[src/common/txcPkg.sv]
package txcPkg;

    // Stream and field widths
    localparam int dwordW   = 32;
    localparam int lenW     = 10;
    localparam int byteCntW = 12;
    localparam int lowAddrW = 7;
    localparam int tagW     = 8;
    localparam int idW      = 16;
    localparam int tcW      = 3;
    localparam int attrW    = 2;

    // Three-dword completion header
    localparam int hdrDwords = 3;

    // Completion kinds of which the D kinds carry a payload
    typedef enum logic [1:0] {
        CPL     = 2'd0,
        CPLD    = 2'd1,
        CPL_LK  = 2'd2,
        CPLD_LK = 2'd3
    } cplKind_e;

    // Fmt/type codes with fmt in bits 6:5
    localparam logic [6:0] fmtTypeCpl    = 7'h0A;
    localparam logic [6:0] fmtTypeCplD   = 7'h4A;
    localparam logic [6:0] fmtTypeCplLk  = 7'h0B;
    localparam logic [6:0] fmtTypeCplDLk = 7'h4B;

endpackage

[src/formatter/cplFormatter.sv]
module cplFormatter (
    input  logic                               clk,
    input  logic                               rstN,
    input  logic [txcPkg::idW-1:0]             completerId,
    input  logic                               metaValid,
    output logic                               metaReady,
    input  txcPkg::cplKind_e                   metaKind,
    input  logic [txcPkg::lenW-1:0]            metaLength,
    input  logic [txcPkg::byteCntW-1:0]        metaByteCount,
    input  logic [txcPkg::lowAddrW-1:0]        metaLowAddr,
    input  logic [txcPkg::tagW-1:0]            metaTag,
    input  logic [txcPkg::idW-1:0]             metaRequesterId,
    input  logic [txcPkg::tcW-1:0]             metaTc,
    input  logic [txcPkg::attrW-1:0]           metaAttr,
    input  logic                               metaEp,
    output logic                               hdrValid,
    input  logic                               hdrReady,
    output logic [txcPkg::dwordW-1:0]          hdrDw0,
    output logic [txcPkg::dwordW-1:0]          hdrDw1,
    output logic [txcPkg::dwordW-1:0]          hdrDw2,
    output logic [txcPkg::lenW-1:0]            hdrPayloadLen
);
    import txcPkg::*;

    logic [6:0]      fmtType;
    logic            hasPayload;
    logic [lenW-1:0] lenField;

    always_comb begin
        case (metaKind)
            CPL:     fmtType = fmtTypeCpl;
            CPLD:    fmtType = fmtTypeCplD;
            CPL_LK:  fmtType = fmtTypeCplLk;
            default: fmtType = fmtTypeCplDLk;
        endcase
    end

    assign hasPayload = (metaKind == CPLD) || (metaKind == CPLD_LK);
    assign lenField   = hasPayload ? metaLength : '0;

    // One-entry register that refills in the cycle it drains
    assign metaReady = !hdrValid || hdrReady;

    always_ff @(posedge clk or negedge rstN) begin
        if (!rstN) begin
            hdrValid <= 1'b0;
        end else if (metaReady) begin
            hdrValid <= metaValid;
        end
    end

    always_ff @(posedge clk) begin
        if (metaValid && metaReady) begin
            // R, fmt/type, R, TC, R, TD, EP, attr, AT, length
            hdrDw0 <= {1'b0, fmtType, 1'b0, metaTc, 4'b0, 1'b0, metaEp, metaAttr,
                       2'b0, lenField};
            // Status and BCM are always zero
            hdrDw1 <= {completerId, 3'b000, 1'b0, metaByteCount};
            hdrDw2 <= {metaRequesterId, metaTag, 1'b0, metaLowAddr};
            hdrPayloadLen <= lenField;
        end
    end

endmodule

[src/assembler/payloadFifo.sv]
module payloadFifo #(
    parameter int depth = 16
) (
    input  logic                         clk,
    input  logic                         rstN,
    input  logic                         inValid,
    output logic                         inReady,
    input  logic [txcPkg::dwordW-1:0]    inData,
    output logic                         outValid,
    input  logic                         outReady,
    output logic [txcPkg::dwordW-1:0]    outData
);
    import txcPkg::*;

    localparam int addrW = $clog2(depth);
    localparam logic [addrW:0] fullCount = (addrW + 1)'(depth);

    logic [dwordW-1:0] mem [depth];
    logic [addrW-1:0]  wrPtr;
    logic [addrW-1:0]  rdPtr;
    logic [addrW:0]    count;
    logic              push;
    logic              pop;

    assign inReady  = count != fullCount;
    assign outValid = count != '0;
    assign push     = inValid && inReady;
    assign pop      = outValid && outReady;
    assign outData  = mem[rdPtr];

    // Pointers wrap at the power-of-two depth
    always_ff @(posedge clk or negedge rstN) begin
        if (!rstN) begin
            wrPtr <= '0;
            rdPtr <= '0;
            count <= '0;
        end else begin
            if (push) wrPtr <= wrPtr + 1'b1;
            if (pop) rdPtr <= rdPtr + 1'b1;
            if (push && !pop) count <= count + 1'b1;
            else if (pop && !push) count <= count - 1'b1;
        end
    end

    always_ff @(posedge clk) begin
        if (push) begin
            mem[wrPtr] <= inData;
        end
    end

endmodule

[src/assembler/tlpAssembler.sv]
module tlpAssembler #(
    parameter int maxPayloadDwords = 64
) (
    input  logic                         clk,
    input  logic                         rstN,
    input  logic                         hdrValid,
    output logic                         hdrReady,
    input  logic [txcPkg::dwordW-1:0]    hdrDw0,
    input  logic [txcPkg::dwordW-1:0]    hdrDw1,
    input  logic [txcPkg::dwordW-1:0]    hdrDw2,
    input  logic [txcPkg::lenW-1:0]      hdrPayloadLen,
    input  logic                         fifoValid,
    output logic                         fifoReady,
    input  logic [txcPkg::dwordW-1:0]    fifoData,
    output logic                         tlpValid,
    input  logic                         tlpReady,
    output logic [txcPkg::dwordW-1:0]    tlpData,
    output logic                         tlpStart,
    output logic                         tlpEnd
);
    import txcPkg::*;

    localparam int idxW = $clog2(hdrDwords);
    localparam int cntW = $clog2(maxPayloadDwords + 1);
    localparam logic [idxW-1:0] lastIdx = idxW'(hdrDwords - 1);

    typedef enum logic [1:0] {
        IDLE,
        HEADER,
        PAYLOAD
    } state_e;

    state_e            state;
    logic [idxW-1:0]   idx;
    logic [cntW-1:0]   remain;
    logic [dwordW-1:0] hdrWord [hdrDwords];
    logic              beat;
    logic              hdrTake;

    assign tlpValid  = (state == HEADER) || ((state == PAYLOAD) && fifoValid);
    assign tlpStart  = (state == HEADER) && (idx == '0);
    assign tlpEnd    = ((state == HEADER) && (idx == lastIdx) && (remain == '0)) ||
                       ((state == PAYLOAD) && fifoValid && (remain == 1));
    assign tlpData   = (state == PAYLOAD) ? fifoData : hdrWord[idx];
    assign fifoReady = (state == PAYLOAD) && tlpReady;
    assign beat      = tlpValid && tlpReady;

    // Next header is taken as the last dword leaves
    assign hdrReady = (state == IDLE) || (beat && tlpEnd);
    assign hdrTake  = hdrValid && hdrReady;

    always_ff @(posedge clk or negedge rstN) begin
        if (!rstN) begin
            state  <= IDLE;
            idx    <= '0;
            remain <= '0;
        end else if (hdrTake) begin
            state  <= HEADER;
            idx    <= '0;
            remain <= hdrPayloadLen[cntW-1:0];
        end else if (beat) begin
            case (state)
                HEADER: begin
                    if (idx != lastIdx) begin
                        idx <= idx + 1'b1;
                    end else if (remain == '0) begin
                        state <= IDLE;
                    end else begin
                        state <= PAYLOAD;
                    end
                end
                PAYLOAD: begin
                    remain <= remain - 1'b1;
                    if (remain == 1) state <= IDLE;
                end
                default: state <= IDLE;
            endcase
        end
    end

    always_ff @(posedge clk) begin
        if (hdrTake) begin
            hdrWord[0] <= hdrDw0;
            hdrWord[1] <= hdrDw1;
            hdrWord[2] <= hdrDw2;
        end
    end

endmodule

[src/hdl/txcEngine.sv]
module txcEngine #(
    parameter int maxPayloadDwords = 64,
    parameter int fifoDepth        = 16
) (
    input  logic                               clk,
    input  logic                               rstN,
    input  logic [txcPkg::idW-1:0]             completerId,
    input  logic                               metaValid,
    output logic                               metaReady,
    input  txcPkg::cplKind_e                   metaKind,
    input  logic [txcPkg::lenW-1:0]            metaLength,
    input  logic [txcPkg::byteCntW-1:0]        metaByteCount,
    input  logic [txcPkg::lowAddrW-1:0]        metaLowAddr,
    input  logic [txcPkg::tagW-1:0]            metaTag,
    input  logic [txcPkg::idW-1:0]             metaRequesterId,
    input  logic [txcPkg::tcW-1:0]             metaTc,
    input  logic [txcPkg::attrW-1:0]           metaAttr,
    input  logic                               metaEp,
    input  logic                               dataValid,
    output logic                               dataReady,
    input  logic [txcPkg::dwordW-1:0]          data,
    output logic                               tlpValid,
    input  logic                               tlpReady,
    output logic [txcPkg::dwordW-1:0]          tlpData,
    output logic                               tlpStart,
    output logic                               tlpEnd
);
    import txcPkg::*;

    logic              hdrValid;
    logic              hdrReady;
    logic [dwordW-1:0] hdrDw0;
    logic [dwordW-1:0] hdrDw1;
    logic [dwordW-1:0] hdrDw2;
    logic [lenW-1:0]   hdrPayloadLen;
    logic              fifoValid;
    logic              fifoReady;
    logic [dwordW-1:0] fifoData;

    cplFormatter u_formatter (
        .clk, .rstN, .completerId,
        .metaValid, .metaReady, .metaKind, .metaLength, .metaByteCount,
        .metaLowAddr, .metaTag, .metaRequesterId, .metaTc, .metaAttr, .metaEp,
        .hdrValid, .hdrReady, .hdrDw0, .hdrDw1, .hdrDw2, .hdrPayloadLen
    );

    payloadFifo #(.depth(fifoDepth)) u_fifo (
        .clk, .rstN,
        .inValid  (dataValid),
        .inReady  (dataReady),
        .inData   (data),
        .outValid (fifoValid),
        .outReady (fifoReady),
        .outData  (fifoData)
    );

    tlpAssembler #(.maxPayloadDwords(maxPayloadDwords)) u_assembler (
        .clk, .rstN,
        .hdrValid, .hdrReady, .hdrDw0, .hdrDw1, .hdrDw2, .hdrPayloadLen,
        .fifoValid, .fifoReady, .fifoData,
        .tlpValid, .tlpReady, .tlpData, .tlpStart, .tlpEnd
    );

endmodule

[config.mk]
export PLATFORM = sky130hd
export DESIGN_NAME = txcEngine
export DESIGN_NICKNAME = d
export VERILOG_FILES = /design/src/common/txcPkg.sv /design/src/formatter/cplFormatter.sv /design/src/assembler/payloadFifo.sv /design/src/assembler/tlpAssembler.sv /design/src/hdl/txcEngine.sv
export SDC_FILE = /design/constraint.sdc
export NUM_CORES = 1
export LEC_CHECK = 0
export BUFFER_PORTS_ARGS = -buffer_cell sky130_fd_sc_hd__buf_2
export CORE_MARGIN = 2
export CORE_UTILIZATION = 45
export DETAILED_ROUTE_END_ITERATION = 16
export PLACE_DENSITY = 0.7
export SLEW_MARGIN = 30
export SYNTH_ARGS = -nofsm -noshare
export SYNTH_HDL_FRONTEND = slang
export SYNTH_HIERARCHICAL = 1
export SYNTH_SLANG_ARGS = --single-unit
[constraint.sdc]
create_clock -name clk -period 4.58 [get_ports clk]
set_input_delay 0.916 -clock clk [delete_from_list [all_inputs] [get_ports clk]]
set_output_delay 0.916 -clock clk [all_outputs]
set_load 0.05 [all_outputs]
==> flow_metrics.tcl, run 1 <==
set metrics [dict create \
    status "finished clean" \
    drt_pass1_iterations 5 \
    grt.total_usage_pct 18.3 \
    clk_latency_ps 590 \
    hold_viol 0 \
    grt_max_degree 67 \
    initial_core_util_pct 45.7 \
    route.met3.wl_um 3960 \
    ir_drop_v 0.000521 \
    finalNonFillerCells 2486 \
    p_int_mw 13.0 \
    reg2regPathDepth 9 \
    p_comb_share_pct 28.8 \
    highest_layer "met5" \
    p_switching_mw 6.21 \
    clockBufferDepth 3 \
    skew_ps 14.1 \
    io_pins 151 \
    routed_via_density 5.63 \
    worst_slack_ps 387 \
    met2_length_um 28700 \
    totalWireLength_um 57700 \
    fp.dieH_um 252 \
    clockPowerShare_pct 26.9 \
    cts.clk_slew.worst_paths_ps 60 \
    detail-route-antenna-nets 0 \
    vias 14000 \
    crit_arrival_ps 3280 \
    grt_pass1_wl_um 86500 \
    fin_crit_sh_pct 91.6 \
    p_sw_share_pct 32.3 \
    power_leakage_nw 10.7 \
    dieWidth_um 252 \
    maxCapViolCount 0 \
    rows 90 \
    avgSynthCellArea_um2 18.7 \
    grt_pass1_vias 14100 \
    gp_congestion 0.747 \
    port_buffers 150 \
    cts_hold_buf 0 \
    wl_per_cell_um 23.2 \
    path_max_fanout 45 \
    drtIter0Drc 1112 \
    fin_tns_setup_ps 0 \
    worstSetupStartpointType "register" \
    clock.fmax_ghz 0.238 \
    htree_levels 3 \
    grt-ovfl-total 0 \
    synthCells 1479 \
    core_area_um2 60600 \
    drc 0 \
    cts_sinks 710 \
    min_period_ps 4190 \
    synth_area_um2 27700 \
    whs_ps 343 \
    drive_gt1_share_pct 22.6 \
    worstSetupPathType "register to primary output" \
    slew_viol_final 0 \
    antenna_found_initial 10 \
    setup_viol 0 \
    hold_path.class "primary input to async pin" \
    dp_cells 2367 \
    worstMarginPinSlew_ps 895 \
    cts_resized 0 \
    hpwl_um 34400 \
    pre_cts_slack_ps 1050 \
    layout.nets 1782 \
    wl_met1_um 23800 \
    powerDensity_nw_per_um2 612 \
    rsz0062_at_grt "no" \
    yosys_warnings 6 \
    area_growth_pct 13.5 \
    numCtsBuffers 66 \
    seq_power_share_pct 44.3 \
    postCtsSetupBuffers 0 \
    worstPathRequired_ps 3660 \
    root_buffer "clkbuf_16" \
    max_slew_margin_pct 40.0 \
    worstSetupEndpointType "primary output" \
    cts_tree "done" \
    die_area_um2 63500 \
]
-- path summary, 6_finish.rpt --
| check | end | start | slack [ps] |
|---|---|---|---|
| worst max register to register | u_assembler/hdrWord[1][18] | u_fifo/count[0] | 1320 |
| worst min-delay path | u_assembler/remain[0] | rstN | 340 |
| worst min register to register | u_assembler/hdrWord[1][21] | u_formatter/hdrDw1[21] | 410 |
| min in group clk | u_assembler/hdrWord[1][21] | u_formatter/hdrDw1[21] | 410 |
| max in group asynchronous | u_fifo/rdPtr[0] | rstN | 3750 |
| worst max-delay path | tlpData[8] | u_fifo/rdPtr[0] | 390 |
-- layer usage --
layer  vias to the layer above  track usage (%)
met5                         -                0
met4                        10             6.15
met3                        90             3.85
met2                       467             30.0
met1                      7202             24.4
li1                       6215                -
-- area by class of cell --
class                      count  area (um2)
inverter                      10        38.8
clock buffer                  82        1780
antenna                        4        10.0
timing repair buffer         196        1220
clock inverter                33         240
sequential                   710       21200
multi-input combinational    669        5950
fill                        4719       29200
tap                          782         978
-- worst max-delay path: stages, from the launching register on --
cell and delay [ps]:
dfrtp_4 760, buf_12 360, mux2i_1 120, a221oi_1 420, o21ai_0 180, nand2_1 250, nand2_1 70, o21ai_0 140
buf_2 320
-- stage by stage --
step / utilization [%] / area, um2 / power (mW)
floorplan: - / 27800 / 12.7
detailed placement: 48.5 / 29400 / 14.2
global route: 51.8 / 31400 / 20.0
CTS: 51.8 / 31400 / 19.4
global placement: 48.5 / 29400 / 14.1
finish: 51.9 / 31400 / 19.2
-- flip-flops by register name, indices dropped and copies added (netlist names), 4 cells and up --
signal and flops:
u_fifo/rdPtr 4, u_formatter/hdrDw0 9, u_formatter/hdrDw1 28, u_fifo/wrPtr 4, u_assembler/remain 7, u_fifo/mem 512, u_formatter/hdrDw2 31, u_formatter/hdrPayloadLen 9
u_fifo/count 5, u_assembler/hdrWord 96
-- placed cells by master (no fill, tap or decap), types with 14 or more instances in the layout --
cell and instances:
a22oi_1 32, a21oi_1 34, buf_4 36, buf_2 150, mux2i_1 161, clkbuf_16 69
dfrtp_1 21, edfxtp_1 685, mux4_2 58, ha_1 14, clkinv_2 14, conb_1 19
nor2_1 38, xnor2_1 16, nand2_1 81, a221oi_1 64, o21ai_0 72
-- power groups by stage --
stage | registers [mW] | logic (mW) | clock network (mW)
CTS | 8.52 | 5.58 | 5.26
global route | 8.59 | 5.92 | 5.51
finish | 8.51 | 5.54 | 5.17
global placement | 8.61 | 5.47 | 0
detailed placement | 8.65 | 5.54 | 0
floorplan | 8.49 | 4.23 | 0
Power figures use the tool's default switching activity.
==> run 2, diff against run 1 <==
Settings changed: RECOVER_POWER set to 25.
Clock period 4.58 ns to 5.2 ns, I/O delays scaled along.
==> flow_metrics.tcl, run 2 (same netlist as run 1, synthesis figures left out) <==
set metrics [dict create \
    status "finished clean" \
    path_max_fanout 35 \
    totalWireLength_um 56900 \
    worstSetupStartpointType "register" \
    routed_via_density 5.58 \
    layout.nets 1774 \
    largest_register_ffs 512 \
    max_slew_margin_pct 33.1 \
    worst_slack_ps 770 \
    clockBufferDepth 3 \
    clock.fmax_ghz 0.226 \
    nFillCells 4729 \
    initial_core_util_pct 45.7 \
    slew_viol_final 0 \
    grt-ovfl-total 0 \
    wl_per_cell_um 23.0 \
    cts_resized 0 \
    powerDensity_nw_per_um2 542 \
    largest-register "u_fifo/mem" \
    grt.total_usage_pct 18.1 \
    antenna_found_initial 4 \
    clk_latency_ps 590 \
    skew_ps 21.4 \
    hold_path.class "register to register" \
    drt_pass1_iterations 5 \
    fin_tns_setup_ps 0 \
    ir_drop_v 0.000545 \
    setup_viol 0 \
    rrSetupSlack_ps 1530 \
    worstSetupPathType "register to primary output" \
    rows 90 \
    fin_crit_sh_pct 85.2 \
    rsz0062_at_grt "no" \
    gp_congestion 0.796 \
    final_common_cell "edfxtp_1" \
    cts_tree "done" \
    hold_viol 0 \
    vias 13800 \
    core_area_um2 60600 \
    numCtsBuffers 67 \
    reg.largest.list "u_fifo/mem: 512 flops, u_assembler/hdrWord: 96 flops, u_formatter/hdrDw2: 31 flops" \
    crit_arrival_ps 3390 \
    grt_pass1_wl_um 85600 \
    die_area_um2 63500 \
    cts.clk_slew.worst_paths_ps 60 \
    final_cell_mix "edfxtp_1 (685), mux2i_1 (161), buf_2 (124), nand2_1 (81), o21ai_0 (72)" \
    cts_hold_buf 0 \
    grt_pass1_vias 14200 \
    drtIter0Drc 1155 \
    drive_gt1_share_pct 20.9 \
    worstSetupEndpointType "primary output" \
    dp_cells 2358 \
    io_pins 151 \
    maxCapViolCount 0 \
    worstPathRequired_ps 4160 \
    min_period_ps 4430 \
    area_growth_pct 13.1 \
    drc 0 \
    pre_cts_slack_ps 1390 \
    grt_max_degree 69 \
    hpwl_um 35100 \
    detail-route-antenna-nets 0 \
    dieWidth_um 252 \
    root_buffer "clkbuf_16" \
    port_buffers 150 \
    fp.dieH_um 252 \
    finalNonFillerCells 2479 \
    cts_sinks 710 \
    worstMarginPinSlew_ps 1000 \
    power_leakage_nw 10.6 \
    postCtsSetupBuffers 0 \
    htree_levels 3 \
]
## run 2: cell types whose count changed in the layout (fill, tap and decap cells not counted), sizes merged
cell | before | now
clkinv | 26 | 32
bufinv | 3 | 4
diode | 4 | 1
clkinvlp | 3 | 5
buf | 196 | 161
clkbuf | 82 | 104
## run 2: metal layers
| layer | global-route usage (%) | wire [um] | part of all wire (%) | up-vias |
|---|---|---|---|---|
| met1 | 23.6 | 22800 | 40 | 7041 |
| met3 | 3.31 | 4060 | 7.1 | 94 |
| met2 | 30.7 | 28600 | 50 | 499 |
| li1 | - | - | - | 6206 |
| met5 | 0 | 24 | 0.042 | - |
| met4 | 6.27 | 1450 | 2.5 | 4 |
## run 2: cell type report
class                      instances  area [um2]  share of cell area (%)
antenna                            1        2.50                 0.00799
clock buffer                      78        1770                    5.65
clock inverter                    42         317                    1.01
inverter                          10        38.8                   0.124
multi-input combinational        669        5950                    19.0
sequential                       710       21200                    67.7
tap                              782         978                    3.12
timing repair buffer             187        1060                    3.38
## run 2: power breakdown
group          total (mW)  internal (mW)  switching [mW]
combinational        4.84           1.68            3.15
clock                4.65           2.64            2.01
sequential           7.48           7.16           0.319
total                17.0           11.5            5.48
## run 2: worst max-delay path: stages (launching register included)
cell     delay, ps
dfrtp_4        730
buf_4          610
mux4_2         590
a22oi_1        200
nand2_1         70
nand2_1         60
o21ai_0        180
buf_2          300
## run 2: path summary, 6_finish.rpt
check                                 startpoint                         end  depth (start not counted)
hold / removal             u_formatter/hdrDw1[1]   u_assembler/hdrWord[1][1]                          0
setup reg to reg                 u_fifo/count[1]  u_assembler/hdrWord[1][20]                          7
max in group asynchronous                   rstN             u_fifo/rdPtr[0]                          1
hold reg to reg            u_formatter/hdrDw1[1]   u_assembler/hdrWord[1][1]                          0
setup / recovery                 u_fifo/rdPtr[0]                 tlpData[28]                          7
min in group asynchronous                   rstN        u_formatter/hdrValid                          1
## run 2: per-stage QoR
stage / hold slack, ps / utilization, % / instance area, um2 / power, mW
4_1_cts: 416 / 51.7 / 31300 / 17.1
3_3_place_gp: 402 / 48.3 / 29300 / 12.4
5_1_grt: 425 / 51.7 / 31300 / 17.7
6_report: 417 / 51.7 / 31300 / 17.0
3_5_place_dp: 405 / 48.3 / 29300 / 12.5
2_1_floorplan: 400 / - / 27800 / 11.2
==> run 3, diff against run 2 <==
Clock period 5.2 ns to 5.55 ns, I/O delays scaled along.
==> flow_metrics.tcl, run 3 (same netlist as run 1, synthesis figures left out) <==
set metrics [dict create \
    worstSetupStartpointType "register" \
    status "finished clean" \
    skew_ps 21.4 \
    max_slew_margin_pct 31.7 \
    setup_viol 0 \
    clock.fmax_ghz 0.222 \
    grt_max_degree 97 \
    wl_per_cell_um 23.3 \
    clk_latency_ps 600 \
    postPlaceCellArea_um2 29300 \
    cts.clk_slew.worst_paths_ps 60 \
    final_cell_mix "edfxtp_1 (685), mux2i_1 (161), buf_2 (126), nand2_1 (81), o21ai_0 (72)" \
    fin_crit_sh_pct 81.2 \
    cts_hold_buf 0 \
    largest-register "u_fifo/mem" \
    final_area_um2 31500 \
    port_buffers 150 \
    p_total_mw 16.2 \
    core_area_um2 60600 \
    layout.nets 1774 \
    area_growth_pct 13.9 \
    grt_pass1_wl_um 86100 \
    rows 90 \
    nFillCells 4674 \
    antenna_found_initial 7 \
    grt.total_usage_pct 18.2 \
    detail-route-antenna-nets 0 \
    largest_register_ffs 512 \
    clockBufferDepth 3 \
    vias 14000 \
    fp.dieH_um 252 \
    crit_arrival_ps 3390 \
    power_leakage_nw 10.7 \
    min_period_ps 4500 \
    max_stage_delay_ps 880 \
    drtIter0Drc 1176 \
    fin_tns_setup_ps 0 \
    grt_pass1_vias 14100 \
    maxCapViolCount 0 \
    worstSetupPathType "register to primary output" \
    root_buffer "clkbuf_16" \
    fin_util_pct 52.1 \
    rrSetupSlack_ps 2180 \
    worstPathRequired_ps 4440 \
    cts_sinks 710 \
    whs_ps 413 \
    path_max_fanout 49 \
    grt-ovfl-total 0 \
    io_pins 151 \
    dieWidth_um 252 \
    whs_path_depth 0 \
    drive_gt1_share_pct 21.0 \
    reg.largest.list "u_fifo/mem: 512 flops, u_assembler/hdrWord: 96 flops, u_formatter/hdrDw2: 31 flops" \
    initial_core_util_pct 45.7 \
    die_area_um2 63500 \
    slew_viol_final 0 \
    totalWireLength_um 57700 \
    slowest_stage "dfrtp_4" \
    drt_pass1_iterations 5 \
    cts_tree "done" \
    numCtsBuffers 67 \
    hpwl_um 34500 \
    routed_via_density 5.65 \
    cp_cell_sequence "buf_12 > mux4_1 > a22oi_1 > nand2_1 > nand2_1 > o21ai_0 > buf_2" \
    hold_path.class "register to register" \
    powerDensity_nw_per_um2 514 \
    drc 0 \
    cts_resized 0 \
    worst_path_most_repeated_cell "nand2_1" \
    hold_viol 0 \
    final_common_cell "edfxtp_1" \
    worstSetupEndpointType "primary output" \
    postCtsSetupBuffers 0 \
    gp_congestion 0.795 \
    htree_levels 3 \
    worstMarginPinSlew_ps 1020 \
    reg2regPathDepth 8 \
    ir_drop_v 0.000429 \
    rsz0062_at_grt "no" \
]
## run 3: worst max-delay path: cells and delay by family, from the launching register on
| kind | cells | cell delay, ps |
|---|---|---|
| mux | 1 | 620 |
| simple gates | 2 | 250 |
| compound gates | 2 | 340 |
| flops | 1 | 880 |
| buf+inv | 2 | 690 |
## run 3: final timing paths
path,start,endpoint
hold reg to reg,u_formatter/hdrDw0[24],u_assembler/hdrWord[0][24]
max in group asynchronous,rstN,u_fifo/rdPtr[0]
setup reg to reg,u_assembler/idx[0],u_assembler/hdrWord[2][15]
hold / removal,u_formatter/hdrDw0[24],u_assembler/hdrWord[0][24]
setup / recovery,u_fifo/rdPtr[0],tlpData[4]
min in group asynchronous,rstN,u_assembler/state[1]
## run 3: power breakdown
part           switching, mW  internal, mW
clock network           1.88          2.70
registers              0.338          6.71
logic                   2.97          1.59
total                   5.19          11.0
## run 3: area by class of cell
class / instances / area, um2 / share of cell area [%]
clock inverter: 32 / 400 / 1.27
antenna: 1 / 2.50 / 0.00793
clock buffer: 89 / 1820 / 5.77
tap: 782 / 978 / 3.10
multi-input combinational: 669 / 5970 / 18.9
timing repair buffer: 187 / 1120 / 3.57
inverter: 10 / 38.8 / 0.123
sequential: 710 / 21200 / 67.2
## run 3: metrics by stage
| step | setup WS, ps | instances |
|---|---|---|
| 2_1_floorplan | 1280 | 1496 |
| 3_3_place_gp | 1590 | 2355 |
| 3_5_place_dp | 1640 | 2358 |
| 4_1_cts | 1010 | 2479 |
| 5_1_grt | 880 | 2480 |
| 6_report | 1050 | 2480 |
## run 3: routing by layer
metal / GRT usage, % / part of all wire [%] / wire length, um / up-vias
li1: - / - / - / 6203
met1: 24.7 / 42 / 24000 / 7120
met2: 29.5 / 49 / 28200 / 568
met3: 3.33 / 6.7 / 3880 / 114
met4: 6.88 / 2.8 / 1610 / 4
met5: 0 / 0.031 / 18 / -
